==> src/common/rv_pkg.sv <==
`default_nettype none

package rv_pkg;

    localparam int XLEN      = 32;
    localparam int ILEN      = 32;
    localparam int REG_IDX_W = 5;
    localparam int SHAMT_W   = 5;

    // major opcodes taken by this slice
    localparam logic [6:0] OPC_LUI    = 7'b0110111;
    localparam logic [6:0] OPC_AUIPC  = 7'b0010111;
    localparam logic [6:0] OPC_JAL    = 7'b1101111;
    localparam logic [6:0] OPC_JALR   = 7'b1100111;
    localparam logic [6:0] OPC_BRANCH = 7'b1100011;
    localparam logic [6:0] OPC_OPIMM  = 7'b0010011;
    localparam logic [6:0] OPC_OP     = 7'b0110011;

    localparam logic [6:0] F7_BASE = 7'b0000000;
    localparam logic [6:0] F7_ALT  = 7'b0100000;

    typedef enum logic [3:0] {
        ALU_ADD   = 4'd0,
        ALU_SUB   = 4'd1,
        ALU_SLL   = 4'd2,
        ALU_SLT   = 4'd3,
        ALU_SLTU  = 4'd4,
        ALU_XOR   = 4'd5,
        ALU_SRL   = 4'd6,
        ALU_SRA   = 4'd7,
        ALU_OR    = 4'd8,
        ALU_AND   = 4'd9,
        ALU_PASSB = 4'd10
    } alu_op_e;

    typedef enum logic {SRC1_RS1, SRC1_PC} src1_sel_e;

    // four is the link offset for jal/jalr
    typedef enum logic [1:0] {SRC2_RS2, SRC2_IMM, SRC2_FOUR} src2_sel_e;

    typedef enum logic {CTRL_RUN, CTRL_SHIFT} ctrl_state_e;

    typedef struct packed {
        logic [6:0]           funct7;
        logic [REG_IDX_W-1:0] rs2;
        logic [REG_IDX_W-1:0] rs1;
        logic [2:0]           funct3;
        logic [REG_IDX_W-1:0] rd;
        logic [6:0]           opcode;
    } r_fmt_t;

    typedef struct packed {
        logic [11:0]          imm;
        logic [REG_IDX_W-1:0] rs1;
        logic [2:0]           funct3;
        logic [REG_IDX_W-1:0] rd;
        logic [6:0]           opcode;
    } i_fmt_t;

    typedef struct packed {
        logic [6:0]           imm11_5;
        logic [REG_IDX_W-1:0] rs2;
        logic [REG_IDX_W-1:0] rs1;
        logic [2:0]           funct3;
        logic [4:0]           imm4_0;
        logic [6:0]           opcode;
    } s_fmt_t;

    typedef struct packed {
        logic                 imm12;
        logic [5:0]           imm10_5;
        logic [REG_IDX_W-1:0] rs2;
        logic [REG_IDX_W-1:0] rs1;
        logic [2:0]           funct3;
        logic [3:0]           imm4_1;
        logic                 imm11;
        logic [6:0]           opcode;
    } b_fmt_t;

    typedef struct packed {
        logic [19:0]          imm31_12;
        logic [REG_IDX_W-1:0] rd;
        logic [6:0]           opcode;
    } u_fmt_t;

    typedef struct packed {
        logic                 imm20;
        logic [9:0]           imm10_1;
        logic                 imm11;
        logic [7:0]           imm19_12;
        logic [REG_IDX_W-1:0] rd;
        logic [6:0]           opcode;
    } j_fmt_t;

    // one instruction word, viewed per format
    typedef union packed {
        logic [ILEN-1:0] raw;
        r_fmt_t          r;
        i_fmt_t          i;
        s_fmt_t          s;
        b_fmt_t          b;
        u_fmt_t          u;
        j_fmt_t          j;
    } instr_u;

    typedef struct packed {
        logic [XLEN-1:0]      pc;
        instr_u               instr;
        logic [XLEN-1:0]      imm;
        logic [XLEN-1:0]      rs1_val;
        logic [XLEN-1:0]      rs2_val;
        alu_op_e              alu_op;
        src1_sel_e            src1_sel;
        src2_sel_e            src2_sel;
        logic                 is_jal;
        logic                 is_jalr;
        logic                 is_brc;
        logic [2:0]           funct3;
        logic                 wb_en;
        logic [REG_IDX_W-1:0] rd;
        logic                 valid;
    } dec_op_t;

    typedef struct packed {
        logic [XLEN-1:0]      pc;
        logic [REG_IDX_W-1:0] rd;
        logic [XLEN-1:0]      data;
        logic                 wb_en;
    } wb_rec_t;

    typedef struct packed {
        logic            taken;
        logic [XLEN-1:0] target;
    } redir_t;

endpackage

`default_nettype wire

==> src/decode/rv_decoder.sv <==
`timescale 1ns/1ps
`default_nettype none

module rv_decoder
    import rv_pkg::*;
(
    input  instr_u          instr_i,
    input  logic [XLEN-1:0] pc_i,
    input  logic [XLEN-1:0] rs1_val_i,
    input  logic [XLEN-1:0] rs2_val_i,
    input  logic            fire_i,
    output dec_op_t         op_o
);

    logic legal;
    logic writes_rd;

    // funct3 to alu op, alt selects sub / sra
    function automatic alu_op_e f3_to_alu(input logic [2:0] f3, input logic alt);
        alu_op_e op;
        case (f3)
            3'b000: op = alt ? ALU_SUB : ALU_ADD;
            3'b001: op = ALU_SLL;
            3'b010: op = ALU_SLT;
            3'b011: op = ALU_SLTU;
            3'b100: op = ALU_XOR;
            3'b101: op = alt ? ALU_SRA : ALU_SRL;
            3'b110: op = ALU_OR;
            default: op = ALU_AND;
        endcase
        return op;
    endfunction

    always_comb begin
        op_o          = '0;
        op_o.pc       = pc_i;
        op_o.instr    = instr_i;
        op_o.rs1_val  = rs1_val_i;
        op_o.rs2_val  = rs2_val_i;
        op_o.funct3   = instr_i.r.funct3;
        op_o.rd       = instr_i.r.rd;
        op_o.alu_op   = ALU_ADD;
        op_o.src1_sel = SRC1_RS1;
        op_o.src2_sel = SRC2_IMM;
        legal         = 1'b1;
        writes_rd     = 1'b1;
        case (instr_i.r.opcode)
            OPC_LUI: begin
                op_o.imm    = {instr_i.u.imm31_12, 12'b0};
                op_o.alu_op = ALU_PASSB;
            end
            OPC_AUIPC: begin
                op_o.imm      = {instr_i.u.imm31_12, 12'b0};
                op_o.src1_sel = SRC1_PC;
            end
            OPC_JAL: begin
                op_o.imm      = {{11{instr_i.j.imm20}}, instr_i.j.imm20, instr_i.j.imm19_12,
                                 instr_i.j.imm11, instr_i.j.imm10_1, 1'b0};
                op_o.src1_sel = SRC1_PC;
                op_o.src2_sel = SRC2_FOUR;
                op_o.is_jal   = 1'b1;
            end
            OPC_JALR: begin
                op_o.imm      = {{20{instr_i.i.imm[11]}}, instr_i.i.imm};
                op_o.src1_sel = SRC1_PC;
                op_o.src2_sel = SRC2_FOUR;
                op_o.is_jalr  = 1'b1;
                legal         = (instr_i.i.funct3 == 3'b000);
            end
            OPC_BRANCH: begin
                op_o.imm    = {{19{instr_i.b.imm12}}, instr_i.b.imm12, instr_i.b.imm11,
                               instr_i.b.imm10_5, instr_i.b.imm4_1, 1'b0};
                op_o.is_brc = 1'b1;
                writes_rd   = 1'b0;
                // 010 and 011 are unused branch codes
                legal       = (instr_i.b.funct3[2:1] != 2'b01);
            end
            OPC_OPIMM: begin
                op_o.imm    = {{20{instr_i.i.imm[11]}}, instr_i.i.imm};
                op_o.alu_op = f3_to_alu(instr_i.i.funct3,
                                        instr_i.i.funct3 == 3'b101 && instr_i.r.funct7[5]);
                if (instr_i.i.funct3 == 3'b001) begin
                    legal = (instr_i.r.funct7 == F7_BASE);
                end else if (instr_i.i.funct3 == 3'b101) begin
                    legal = (instr_i.r.funct7 == F7_BASE) || (instr_i.r.funct7 == F7_ALT);
                end
            end
            OPC_OP: begin
                op_o.src2_sel = SRC2_RS2;
                op_o.alu_op   = f3_to_alu(instr_i.r.funct3, instr_i.r.funct7[5]);
                legal         = (instr_i.r.funct7 == F7_BASE) ||
                                (instr_i.r.funct7 == F7_ALT &&
                                 (instr_i.r.funct3 == 3'b000 || instr_i.r.funct3 == 3'b101));
            end
            default: begin
                legal     = 1'b0;
                writes_rd = 1'b0;
            end
        endcase
        op_o.valid = fire_i & legal;
        op_o.wb_en = fire_i & legal & writes_rd;
    end

endmodule

`default_nettype wire

==> src/logic/id_ex_reg.sv <==
`timescale 1ns/1ps
`default_nettype none

module id_ex_reg
    import rv_pkg::*;
(
    input  logic    clk,
    input  logic    rst_n,
    input  dec_op_t op_i,
    input  logic    hold_i,
    input  logic    flush_i,
    output dec_op_t op_o
);

    dec_op_t bubble;

    // bubble keeps the payload but can never retire
    always_comb begin
        bubble       = op_i;
        bubble.valid = 1'b0;
        bubble.wb_en = 1'b0;
        bubble.pc    = '0;
    end

    always_ff @(posedge clk or negedge rst_n) begin
        if (!rst_n) begin
            op_o <= '0;
        end else if (flush_i) begin
            // squash whatever is being accepted behind a redirect
            op_o <= bubble;
        end else if (!hold_i) begin
            op_o <= op_i.valid ? op_i : bubble;
        end
    end

endmodule

`default_nettype wire

==> src/execute/ex_alu.sv <==
`timescale 1ns/1ps
`default_nettype none

module ex_alu
    import rv_pkg::*;
(
    input  logic               clk,
    input  logic               rst_n,
    input  dec_op_t            op_i,
    input  logic               shift_load_i,
    input  logic               shift_step_i,
    input  logic               res_load_i,
    output logic               is_shift_o,
    output logic [SHAMT_W-1:0] shamt_o,
    output redir_t             redirect_o,
    output wb_rec_t            result_o,
    output logic               result_valid_o
);

    logic [XLEN-1:0] opa;
    logic [XLEN-1:0] opb;
    logic [XLEN-1:0] alu_res;
    logic [XLEN-1:0] shift_q;
    logic [XLEN-1:0] shift_src;
    logic [XLEN-1:0] shift_nxt;
    logic [XLEN-1:0] jalr_sum;
    logic            brc_taken;

    assign opa = (op_i.src1_sel == SRC1_PC) ? op_i.pc : op_i.rs1_val;

    always_comb begin
        case (op_i.src2_sel)
            SRC2_RS2:  opb = op_i.rs2_val;
            SRC2_FOUR: opb = XLEN'(4);
            default:   opb = op_i.imm;
        endcase
    end

    assign is_shift_o = op_i.valid & (op_i.alu_op inside {ALU_SLL, ALU_SRL, ALU_SRA});
    assign shamt_o    = opb[SHAMT_W-1:0];

    // serial shifter, on load it starts straight from operand a
    assign shift_src = shift_load_i ? opa : shift_q;

    always_comb begin
        case (op_i.alu_op)
            ALU_SLL: shift_nxt = {shift_src[XLEN-2:0], 1'b0};
            ALU_SRA: shift_nxt = {shift_src[XLEN-1], shift_src[XLEN-1:1]};
            default: shift_nxt = {1'b0, shift_src[XLEN-1:1]};
        endcase
    end

    always_ff @(posedge clk) begin
        if (shift_step_i) begin
            shift_q <= shift_nxt;
        end else if (shift_load_i) begin
            shift_q <= opa;
        end
    end

    always_comb begin
        case (op_i.alu_op)
            ALU_ADD:   alu_res = opa + opb;
            ALU_SUB:   alu_res = opa - opb;
            ALU_SLT:   alu_res = {{(XLEN-1){1'b0}}, $signed(opa) < $signed(opb)};
            ALU_SLTU:  alu_res = {{(XLEN-1){1'b0}}, opa < opb};
            ALU_XOR:   alu_res = opa ^ opb;
            ALU_OR:    alu_res = opa | opb;
            ALU_AND:   alu_res = opa & opb;
            ALU_PASSB: alu_res = opb;
            // shifts leave through the serial path
            default:   alu_res = shift_src;
        endcase
    end

    always_comb begin
        case (op_i.funct3)
            3'b000:  brc_taken = (op_i.rs1_val == op_i.rs2_val);
            3'b001:  brc_taken = (op_i.rs1_val != op_i.rs2_val);
            3'b100:  brc_taken = ($signed(op_i.rs1_val) < $signed(op_i.rs2_val));
            3'b101:  brc_taken = ($signed(op_i.rs1_val) >= $signed(op_i.rs2_val));
            3'b110:  brc_taken = (op_i.rs1_val < op_i.rs2_val);
            default: brc_taken = (op_i.rs1_val >= op_i.rs2_val);
        endcase
    end

    assign jalr_sum = op_i.rs1_val + op_i.imm;

    always_comb begin
        redirect_o.taken  = op_i.valid &
                            (op_i.is_jal | op_i.is_jalr | (op_i.is_brc & brc_taken));
        redirect_o.target = op_i.is_jalr ? {jalr_sum[XLEN-1:1], 1'b0} : op_i.pc + op_i.imm;
    end

    always_ff @(posedge clk or negedge rst_n) begin
        if (!rst_n) begin
            result_valid_o <= 1'b0;
        end else begin
            result_valid_o <= res_load_i & op_i.valid;
        end
    end

    always_ff @(posedge clk) begin
        if (res_load_i) begin
            result_o.pc    <= op_i.pc;
            result_o.rd    <= op_i.rd;
            result_o.data  <= alu_res;
            result_o.wb_en <= op_i.wb_en;
        end
    end

endmodule

`default_nettype wire

==> src/logic/ex_ctrl_fsm.sv <==
`timescale 1ns/1ps
`default_nettype none

module ex_ctrl_fsm
    import rv_pkg::*;
(
    input  logic clk,
    input  logic rst_n,
    input  logic is_shift_i,
    input  logic cnt_done_i,
    output logic hold_o,
    output logic ready_o,
    output logic shift_load_o,
    output logic shift_step_o,
    output logic res_load_o,
    output logic cnt_load_o
);

    ctrl_state_e state_q;
    ctrl_state_e state_d;

    always_ff @(posedge clk or negedge rst_n) begin
        if (!rst_n) begin
            state_q <= CTRL_RUN;
        end else begin
            state_q <= state_d;
        end
    end

    always_comb begin
        state_d      = state_q;
        hold_o       = 1'b0;
        shift_load_o = 1'b0;
        shift_step_o = 1'b0;
        res_load_o   = 1'b0;
        cnt_load_o   = 1'b0;
        case (state_q)
            CTRL_RUN: begin
                if (is_shift_i) begin
                    shift_load_o = 1'b1;
                    cnt_load_o   = 1'b1;
                    if (cnt_done_i) begin
                        // zero amount retires like any alu op
                        res_load_o = 1'b1;
                    end else begin
                        // first bit is shifted together with the load
                        shift_step_o = 1'b1;
                        hold_o       = 1'b1;
                        state_d      = CTRL_SHIFT;
                    end
                end else begin
                    res_load_o = 1'b1;
                end
            end
            default: begin
                if (cnt_done_i) begin
                    res_load_o = 1'b1;
                    state_d    = CTRL_RUN;
                end else begin
                    hold_o       = 1'b1;
                    shift_step_o = 1'b1;
                end
            end
        endcase
    end

    assign ready_o = ~hold_o;

endmodule

`default_nettype wire

==> src/logic/shift_counter.sv <==
`timescale 1ns/1ps
`default_nettype none

module shift_counter
    import rv_pkg::*;
(
    input  logic               clk,
    input  logic               rst_n,
    input  logic               load_i,
    input  logic [SHAMT_W-1:0] amount_i,
    input  logic               step_i,
    output logic               done_o
);

    logic [SHAMT_W-1:0] count_q;

    always_ff @(posedge clk or negedge rst_n) begin
        if (!rst_n) begin
            count_q <= '0;
        end else if (load_i) begin
            // a step on the load cycle counts too
            count_q <= amount_i - SHAMT_W'(step_i);
        end else if (step_i) begin
            count_q <= count_q - SHAMT_W'(1);
        end
    end

    // a fresh amount of zero is done at once
    assign done_o = load_i ? (amount_i == '0) : (count_q == '0);

endmodule

`default_nettype wire

==> src/logic/ex_stage_top.sv <==
`timescale 1ns/1ps
`default_nettype none

module ex_stage_top
    import rv_pkg::*;
(
    input  logic            clk,
    input  logic            rst_n,
    input  logic            valid_i,
    input  logic [ILEN-1:0] instr_i,
    input  logic [XLEN-1:0] pc_i,
    input  logic [XLEN-1:0] rs1_val_i,
    input  logic [XLEN-1:0] rs2_val_i,
    output logic            ready_o,
    output wb_rec_t         result_o,
    output logic            result_valid_o,
    output redir_t          redirect_o
);

    instr_u             instr_w;
    dec_op_t            dec_op;
    dec_op_t            ex_op;
    logic               fire;
    logic               hold;
    logic               is_shift;
    logic [SHAMT_W-1:0] shamt;
    logic               shift_load;
    logic               shift_step;
    logic               res_load;
    logic               cnt_load;
    logic               cnt_done;

    assign instr_w = instr_i;
    assign fire    = valid_i & ready_o;

    rv_decoder u_decoder (
        .instr_i   (instr_w),
        .pc_i      (pc_i),
        .rs1_val_i (rs1_val_i),
        .rs2_val_i (rs2_val_i),
        .fire_i    (fire),
        .op_o      (dec_op)
    );

    // a taken redirect squashes the op entering behind it
    id_ex_reg u_id_ex (
        .clk     (clk),
        .rst_n   (rst_n),
        .op_i    (dec_op),
        .hold_i  (hold),
        .flush_i (redirect_o.taken),
        .op_o    (ex_op)
    );

    ex_alu u_alu (
        .clk            (clk),
        .rst_n          (rst_n),
        .op_i           (ex_op),
        .shift_load_i   (shift_load),
        .shift_step_i   (shift_step),
        .res_load_i     (res_load),
        .is_shift_o     (is_shift),
        .shamt_o        (shamt),
        .redirect_o     (redirect_o),
        .result_o       (result_o),
        .result_valid_o (result_valid_o)
    );

    ex_ctrl_fsm u_ctrl (
        .clk          (clk),
        .rst_n        (rst_n),
        .is_shift_i   (is_shift),
        .cnt_done_i   (cnt_done),
        .hold_o       (hold),
        .ready_o      (ready_o),
        .shift_load_o (shift_load),
        .shift_step_o (shift_step),
        .res_load_o   (res_load),
        .cnt_load_o   (cnt_load)
    );

    shift_counter u_shift_cnt (
        .clk      (clk),
        .rst_n    (rst_n),
        .load_i   (cnt_load),
        .amount_i (shamt),
        .step_i   (shift_step),
        .done_o   (cnt_done)
    );

endmodule

`default_nettype wire

==> config.mk <==
export PLATFORM = sky130hd
export DESIGN_NAME = ex_stage_top
export DESIGN_NICKNAME = d
export VERILOG_FILES = /design/src/common/rv_pkg.sv /design/src/decode/rv_decoder.sv /design/src/logic/id_ex_reg.sv /design/src/execute/ex_alu.sv /design/src/logic/ex_ctrl_fsm.sv /design/src/logic/shift_counter.sv /design/src/logic/ex_stage_top.sv
export SDC_FILE = /design/constraint.sdc
export NUM_CORES = 1
export LEC_CHECK = 0
export ABC_AREA = 1
export ABC_CLOCK_PERIOD_IN_PS = 3100
export BUFFER_PORTS_ARGS = -buffer_cell sky130_fd_sc_hd__buf_4
export CORE_ASPECT_RATIO = 1.4
export CORE_MARGIN = 2
export CORE_UTILIZATION = 40
export CTS_BUF_LIST = sky130_fd_sc_hd__clkbuf_16
export CTS_CLUSTER_SIZE = 24
export DETAILED_ROUTE_END_ITERATION = 12
export GPL_ROUTABILITY_DRIVEN = 1
export HOLD_SLACK_MARGIN = 0.02
export PLACE_DENSITY = 0.57
export SYNTH_ARGS = -nofsm -noshare
export SYNTH_HDL_FRONTEND = slang
export SYNTH_SLANG_ARGS = --single-unit
==> constraint.sdc <==
create_clock -name clk -period 3.1 [get_ports clk]
set_input_delay 0.62 -clock clk [delete_from_list [all_inputs] [get_ports clk]]
set_output_delay 0.62 -clock clk [all_outputs]
set_load 0.02 [all_outputs]
# Word-level counts from Yosys, hierarchy flattened
# Cells that the tools add are included.
[classes] reduce_logical=20 addsub=6 n_mux=39 n_eq_ne=33 order_cmp=6 n_bitwise=13
[op_table] op="180-bit 2-to-1 mux" count=3
[op_table] op="32-bit one-hot mux with 8 select lines" count=1
[op_table] op="32-bit < comparator" count=4
[op_table] op="32-bit 2-to-1 mux" count=4
[op_table] op="32-bit one-hot mux with 2 select lines" count=2
[op_table] op="32-bit one-hot mux with 4 select lines" count=1
[op_table] op="32-bit adder" count=3
[op_table] op="32-bit >= comparator" count=2
[op_table] op="4-bit one-hot mux with 7 select lines" count=2
[op_table] op="32-bit bitwise AND" count=1
[op_table] op="32-bit == test" count=1
[op_table] op="32-bit inequality test" count=1
[op_table] op="32-bit OR" count=1
[op_table] op="32-bit subtractor" count=1
[op_table] op="32-bit bitwise XOR" count=1
[op_table] op="7-bit by 6-bit == test with 1-bit output (second input constant)" count=3
[op_table] op="7-bit == test (second input constant)" count=3
[op_table] op="1-bit 2-to-1 mux" count=20
[op_table] op="3-bit == test (second input constant)" count=6
[op_table] op="4-bit by 3-bit == test with 1-bit output (second input constant)" count=4
[op_table] op="7-bit by 5-bit == test with 1-bit output (second input constant)" count=2
[op_table] op="4-bit == test (second input constant)" count=3
[op_table] op="4-bit one-hot mux with 3 select lines" count=1
[op_table] op="5-bit zero test" count=2
[op_table] op="26 further kinds" count=45
[word_totals] reg_bits=257 output_inout_bits=105 input_bits=131 elab_cells=139

# Depth between registers and ports, before layout
[logic_depth] word_depth=16 mapped_depth=25 depth_no_buf=23

# Cells and area by module
# From an unflattened synthesis, not the netlist that was laid out.
[unflattened] hier_cells=3622 area_unflattened_um2=24534.8
[modules_own_cells] module="ex_alu" area_per_inst_um2=15302.2 cells_per_inst=2439 n_inst=1
[modules_own_cells] module="id_ex_reg" area_per_inst_um2=7060.5 cells_per_inst=835 n_inst=1
[modules_own_cells] module="rv_decoder" area_per_inst_um2=1697.9 cells_per_inst=278 n_inst=1
[modules_own_cells] module="shift_counter" area_per_inst_um2=396.6 cells_per_inst=59 n_inst=1
[modules_own_cells] module="ex_ctrl_fsm" area_per_inst_um2=70.1 cells_per_inst=9 n_inst=1
[modules_own_cells] module="ex_stage_top" area_per_inst_um2=7.5 cells_per_inst=2 n_inst=1

# Worst setup path after synthesis
# Ideal clock, no wire load.
[synth_timing] kind="register -> register" start="register u_id_ex.op_o[15] in the netlist's numbering" end="register, netlist name u_alu.result_o[21]" setup_ps=264 path_slack_ps=-103 n_path_buf=2 path_stages_with_launch=17 t_arrival_ps=2939 path_cell_list="dfrtp_1 -> buf_2 -> clkbuf_1 -> o21ai_0 -> inv_1 -> ha_1 -> inv_1 -> fa_1 -> o21ai_0 -> nand2_1 -> nand2_1 -> a21oi_1 -> o21ai_0 -> a21oi_1 -> or2_2 -> nand3_1 -> nand4_1"
[synth_between] elab_chain_cells=3
[synth_lines] item="from (decl)" line_no="id_ex_reg.sv:12" rtl="output dec_op_t op_o"
[synth_lines] item="from (signal assigned)" line_no="id_ex_reg.sv:30" rtl="op_o <= bubble;"
[synth_lines] item="from (signal assigned)" line_no="id_ex_reg.sv:32" rtl="op_o <= op_i.valid ? op_i : bubble;"
[synth_lines] item="32-bit 2-to-1 mux (*)" line_no="ex_alu.sv:29" rtl="assign opa = (op_i.src1_sel == SRC1_PC) ? op_i.pc : op_i.rs1_val;"
[synth_lines] item="32-bit subtractor, or another cell as far along" line_no="ex_alu.sv:64" rtl="ALU_SUB: alu_res = opa - opb;"
[synth_lines] item="32-bit one-hot mux with 8 select lines (*)" line_no="ex_alu.sv:62" rtl="case (op_i.alu_op)"
[synth_lines] item="net u_alu.alu_res[20]" line_no="ex_alu.sv:22" rtl="logic [XLEN-1:0] alu_res;"
# Mark *: on every way through the listed nets, which the timed path passes. The rest lies on a longest branch.
# A chain may end at the register's enable or synchronous reset.

==> results.md <==
- Total wire length: 106 mm
- TNS Setup: -16.83 ns
- CP startpoint: u_id_ex.op_o[84]
- # rows: 101
- Syn Area/Cell: 6.71 µm²
- Most frequent cells in the layout: buf_4, nand2_1, inv_1, nand3_1, nor2_1
- Cts bufs inserted: 31
- Critical Path RT: 2.48 ns
- Clock latency on the worst-skew pair: 0.62 ns
- Post-layout minimum cycle time: 3.87 ns
- Layout cells sized above 1: 40.4%
- DR iter-0 viols: 2,122
- Slowest cell on the critical path: dfrtp_1
- Top cell type's share of synthesized area: 17.7%
- Fill cells: 4,626
- Cell Count, Final, Fillers Out: 4,922
- Die H: 281 µm
- Post-synth cell types: 64
- Crit-path max FO: 3
- Crit share post-route: 125%
- Peak VDD IR: 0.000470 V
- Post-synthesis register bit count: 257
- Critical Path AT: 3.25 ns
- Hold_sp: rs2_val_i[27]
- HPWL Detailed: 80.6 mm
- Slew HR: 39.7%
- CTS Buffer Depth: 3
- Average wire per standard cell: 21.6 µm
- Starting Density: 40.4%
- Pre-CTS setup slack: -0.482 ns
- Final instance area: 34,900 µm²
- Fin util: 64.4%
- Seq. cell area: 6660 µm²
- Synthesized instance count: 3,267
- Post-Syn Nets: 3,592
- Area Growth Syn to Fin: 59.5%
- DR pass1 iterations: 6
- Final setup fails: 75
- Nets: 4,501
- Power Density: 293 nW/µm²
- Most used DFF post-synth: dfrtp_1
- Core area: 54,200 µm²
- H-Tree Depth: 1
- Vias per inst: 5.47
- Max Cap Viol: 0
- Placed Area: 29,200 µm²
- Die area: 56,700 µm²
- Total power: 10.3 mW
- Pin count of the biggest net entering global routing: 99
- Routability cong.: 0.996
- Crit-path cells: ha_4 -> inv_2 -> fa_2 -> nand3b_1 -> nand2_2 -> a21oi_4 -> buf_6 -> inv_4 -> nand3_4 -> nand3_4 -> nand2_2 -> o211ai_1 -> buf_4 -> a21oi_2 -> o21ai_1 -> nand2_1 -> buf_6
- TritonCTS clock tree: built
- Leakage: 17.2 nW
- DR vias: 26,900
- IO Pins: 236
- DR DRC count: 0
- Hold crit path type: input pin to register
- Initial antenna violation count: 0
- Endpoint class of the critical path: primary output
- Setup Skew: 0.0190 ns
- First-pass GRT wire length: 155 mm
- Gr usage total: 35.8%
- Status: finished with violations
- Post-synthesis cell area: 21,900 µm²
- ANT nets after route: 0
- Most common cell after layout, fill and taps aside: buf_4
- Setup CP Type: register to primary output
- Largest area contributor in the netlist: dfrtp_1
- Dpl cells: 4,755
- Hold Fails Final Rpt: 0
- Via count of the first global-routing pass: 26,800
- Critical Path Max Stage Delay: 0.40 ns
- YS warnings: 0
- Sequential area share after synthesis: 30.2%
- Launch point of the worst reg-to-reg path: u_id_ex.op_o[15]
- Achievable Freq: 258 MHz
- EDFF count, synth: 70
- Crit start category: register
- Die Span X: 202 µm
- Clock Root Buffer: clkbuf_16
- RSZ-0062 raised after global routing: true
- Area of the multi-input gates: 16,100 µm²
- Clock Pin Slew Worst Setup and Hold Paths: 0.07 ns
- Final worst slack: -0.769 ns
- CTS sink count: 257
- Hold WS: 0.197 ns
- Pins Over Slew Limit: 0
- Share of flip-flops with an asynchronous set or reset: 60.3%
- Worst slew pin tran: 0.904 ns
- GR Overflow Total: 0
- Port Buffers: 235
- Antenna diode count: 0
- Area contributors post-synth: dfrtp_1, nand2_1, ha_1, edfxtp_1, inv_1
- Violated checks: setup timing
==> routing by layer <==
layer / vias up / routed length (µm) / GRT usage (%)
li1: 12600 / - / -
met1: 12800 / 40400 / 41.7
met2: 1130 / 51600 / 63.3
met3: 330 / 5990 / 3.65
met4: 0 / 8240 / 21.4
met5: - / 0 / 0
==> cells by family (layout without fill, tap and decap cells) <==
kind of cell	count (synthesis)	in the layout	synth area share [%]
AOI/OAI and AO/OA	709	709	18.2
DFF	257	257	30.2
muxes	1	1	0.0457
xor gates and xnor gates	24	24	0.959
and+or+nand+nor	1483	1483	28.4
adders and majority gates	194	194	11.2
buffers and inverters	599	1533	11.0
==> layout make-up <==
| cell class | count | area share [%] |
|---|---|---|
| multi-input combinational | 2411 | 46.2 |
| tap | 721 | 2.58 |
| inverter | 469 | 5.19 |
| sequential | 257 | 19.1 |
| clock buffer | 32 | 2.29 |
| clock inverter | 26 | 0.605 |
| timing repair buffer | 1006 | 24.1 |
==> sequential cells by signal (all words and copies together) (netlist names) <==
| name | count |
|---|---|
| u_ctrl.state_q | 1 |
| u_alu.shift_q | 32 |
| u_id_ex.op_o | 148 |
| u_alu.result_valid_o | 1 |
| u_shift_cnt.count_q | 5 |
| u_alu.result_o | 70 |
==> power by group <==
group          switching [mW]  internal, mW  total [mW]
registers               0.101          3.60        3.70
logic                    1.48          1.26        2.74
clock network            1.75          2.06        3.81
==> synth_stat cells, types with 3 or more instances <==
library cell    n
a211oi_1       15
a21boi_0        6
a21o_1         12
a21oi_1       250
a221oi_1        5
a31oi_1        14
buf_1           8
buf_2          30
buf_4           9
buf_6          11
clkbuf_1       71
clkinv_1        3
dfrtp_1       155
dfxtp_1        32
edfxtp_1       70
fa_1            3
ha_1          191
inv_1         461
inv_2           4
nand2_1       824
nand3_1       298
nand3b_1        4
nand4_1        41
nor2_1        252
nor3_1         33
nor3_2          3
nor4_1         10
o2111ai_1       5
o211ai_1        6
o21a_1         13
o21ai_0       276
o21ai_1        12
o21bai_1       18
o22ai_1        55
o31ai_1         4
or2_2           7
xnor2_1         8
xor2_1         16
==> worst max-delay path: cells and delay by family (launching register included) <==
family                   cells  cell delay (ns)
buffers and inverters        5             0.59
flip-flops                   1             0.40
adder cells (fa/ha/maj)      2             0.51
AO/OA/AOI/OAI                4             0.45
AND/OR/NAND/NOR              6             0.66
==> timing repair <==
action	in CTS	in global routing
setup endpoints to repair	83	197
endpoints found under the hold margin	8	0
gates cloned	4	2
pin swaps	142	225
hold buffers	1	0
gates resized for setup	519	493
setup buffers	48	65
==> path summary, 6_finish.rpt <==
path	endpoint	slack [ns]	depth (start not counted)
worst max-delay path	redirect_o[26]	-0.77	17
worst min-delay path	u_id_ex.op_o[47]	0.20	3
worst max register to register	u_alu.result_o[26]	-0.13	23
worst min register to register	u_alu.result_o[33]	0.45	0
max in group asynchronous	u_id_ex.op_o[165]	1.87	3
min in group asynchronous	u_id_ex.op_o[1]	0.39	2
Note: power is estimated with default switching activity, not from simulation.
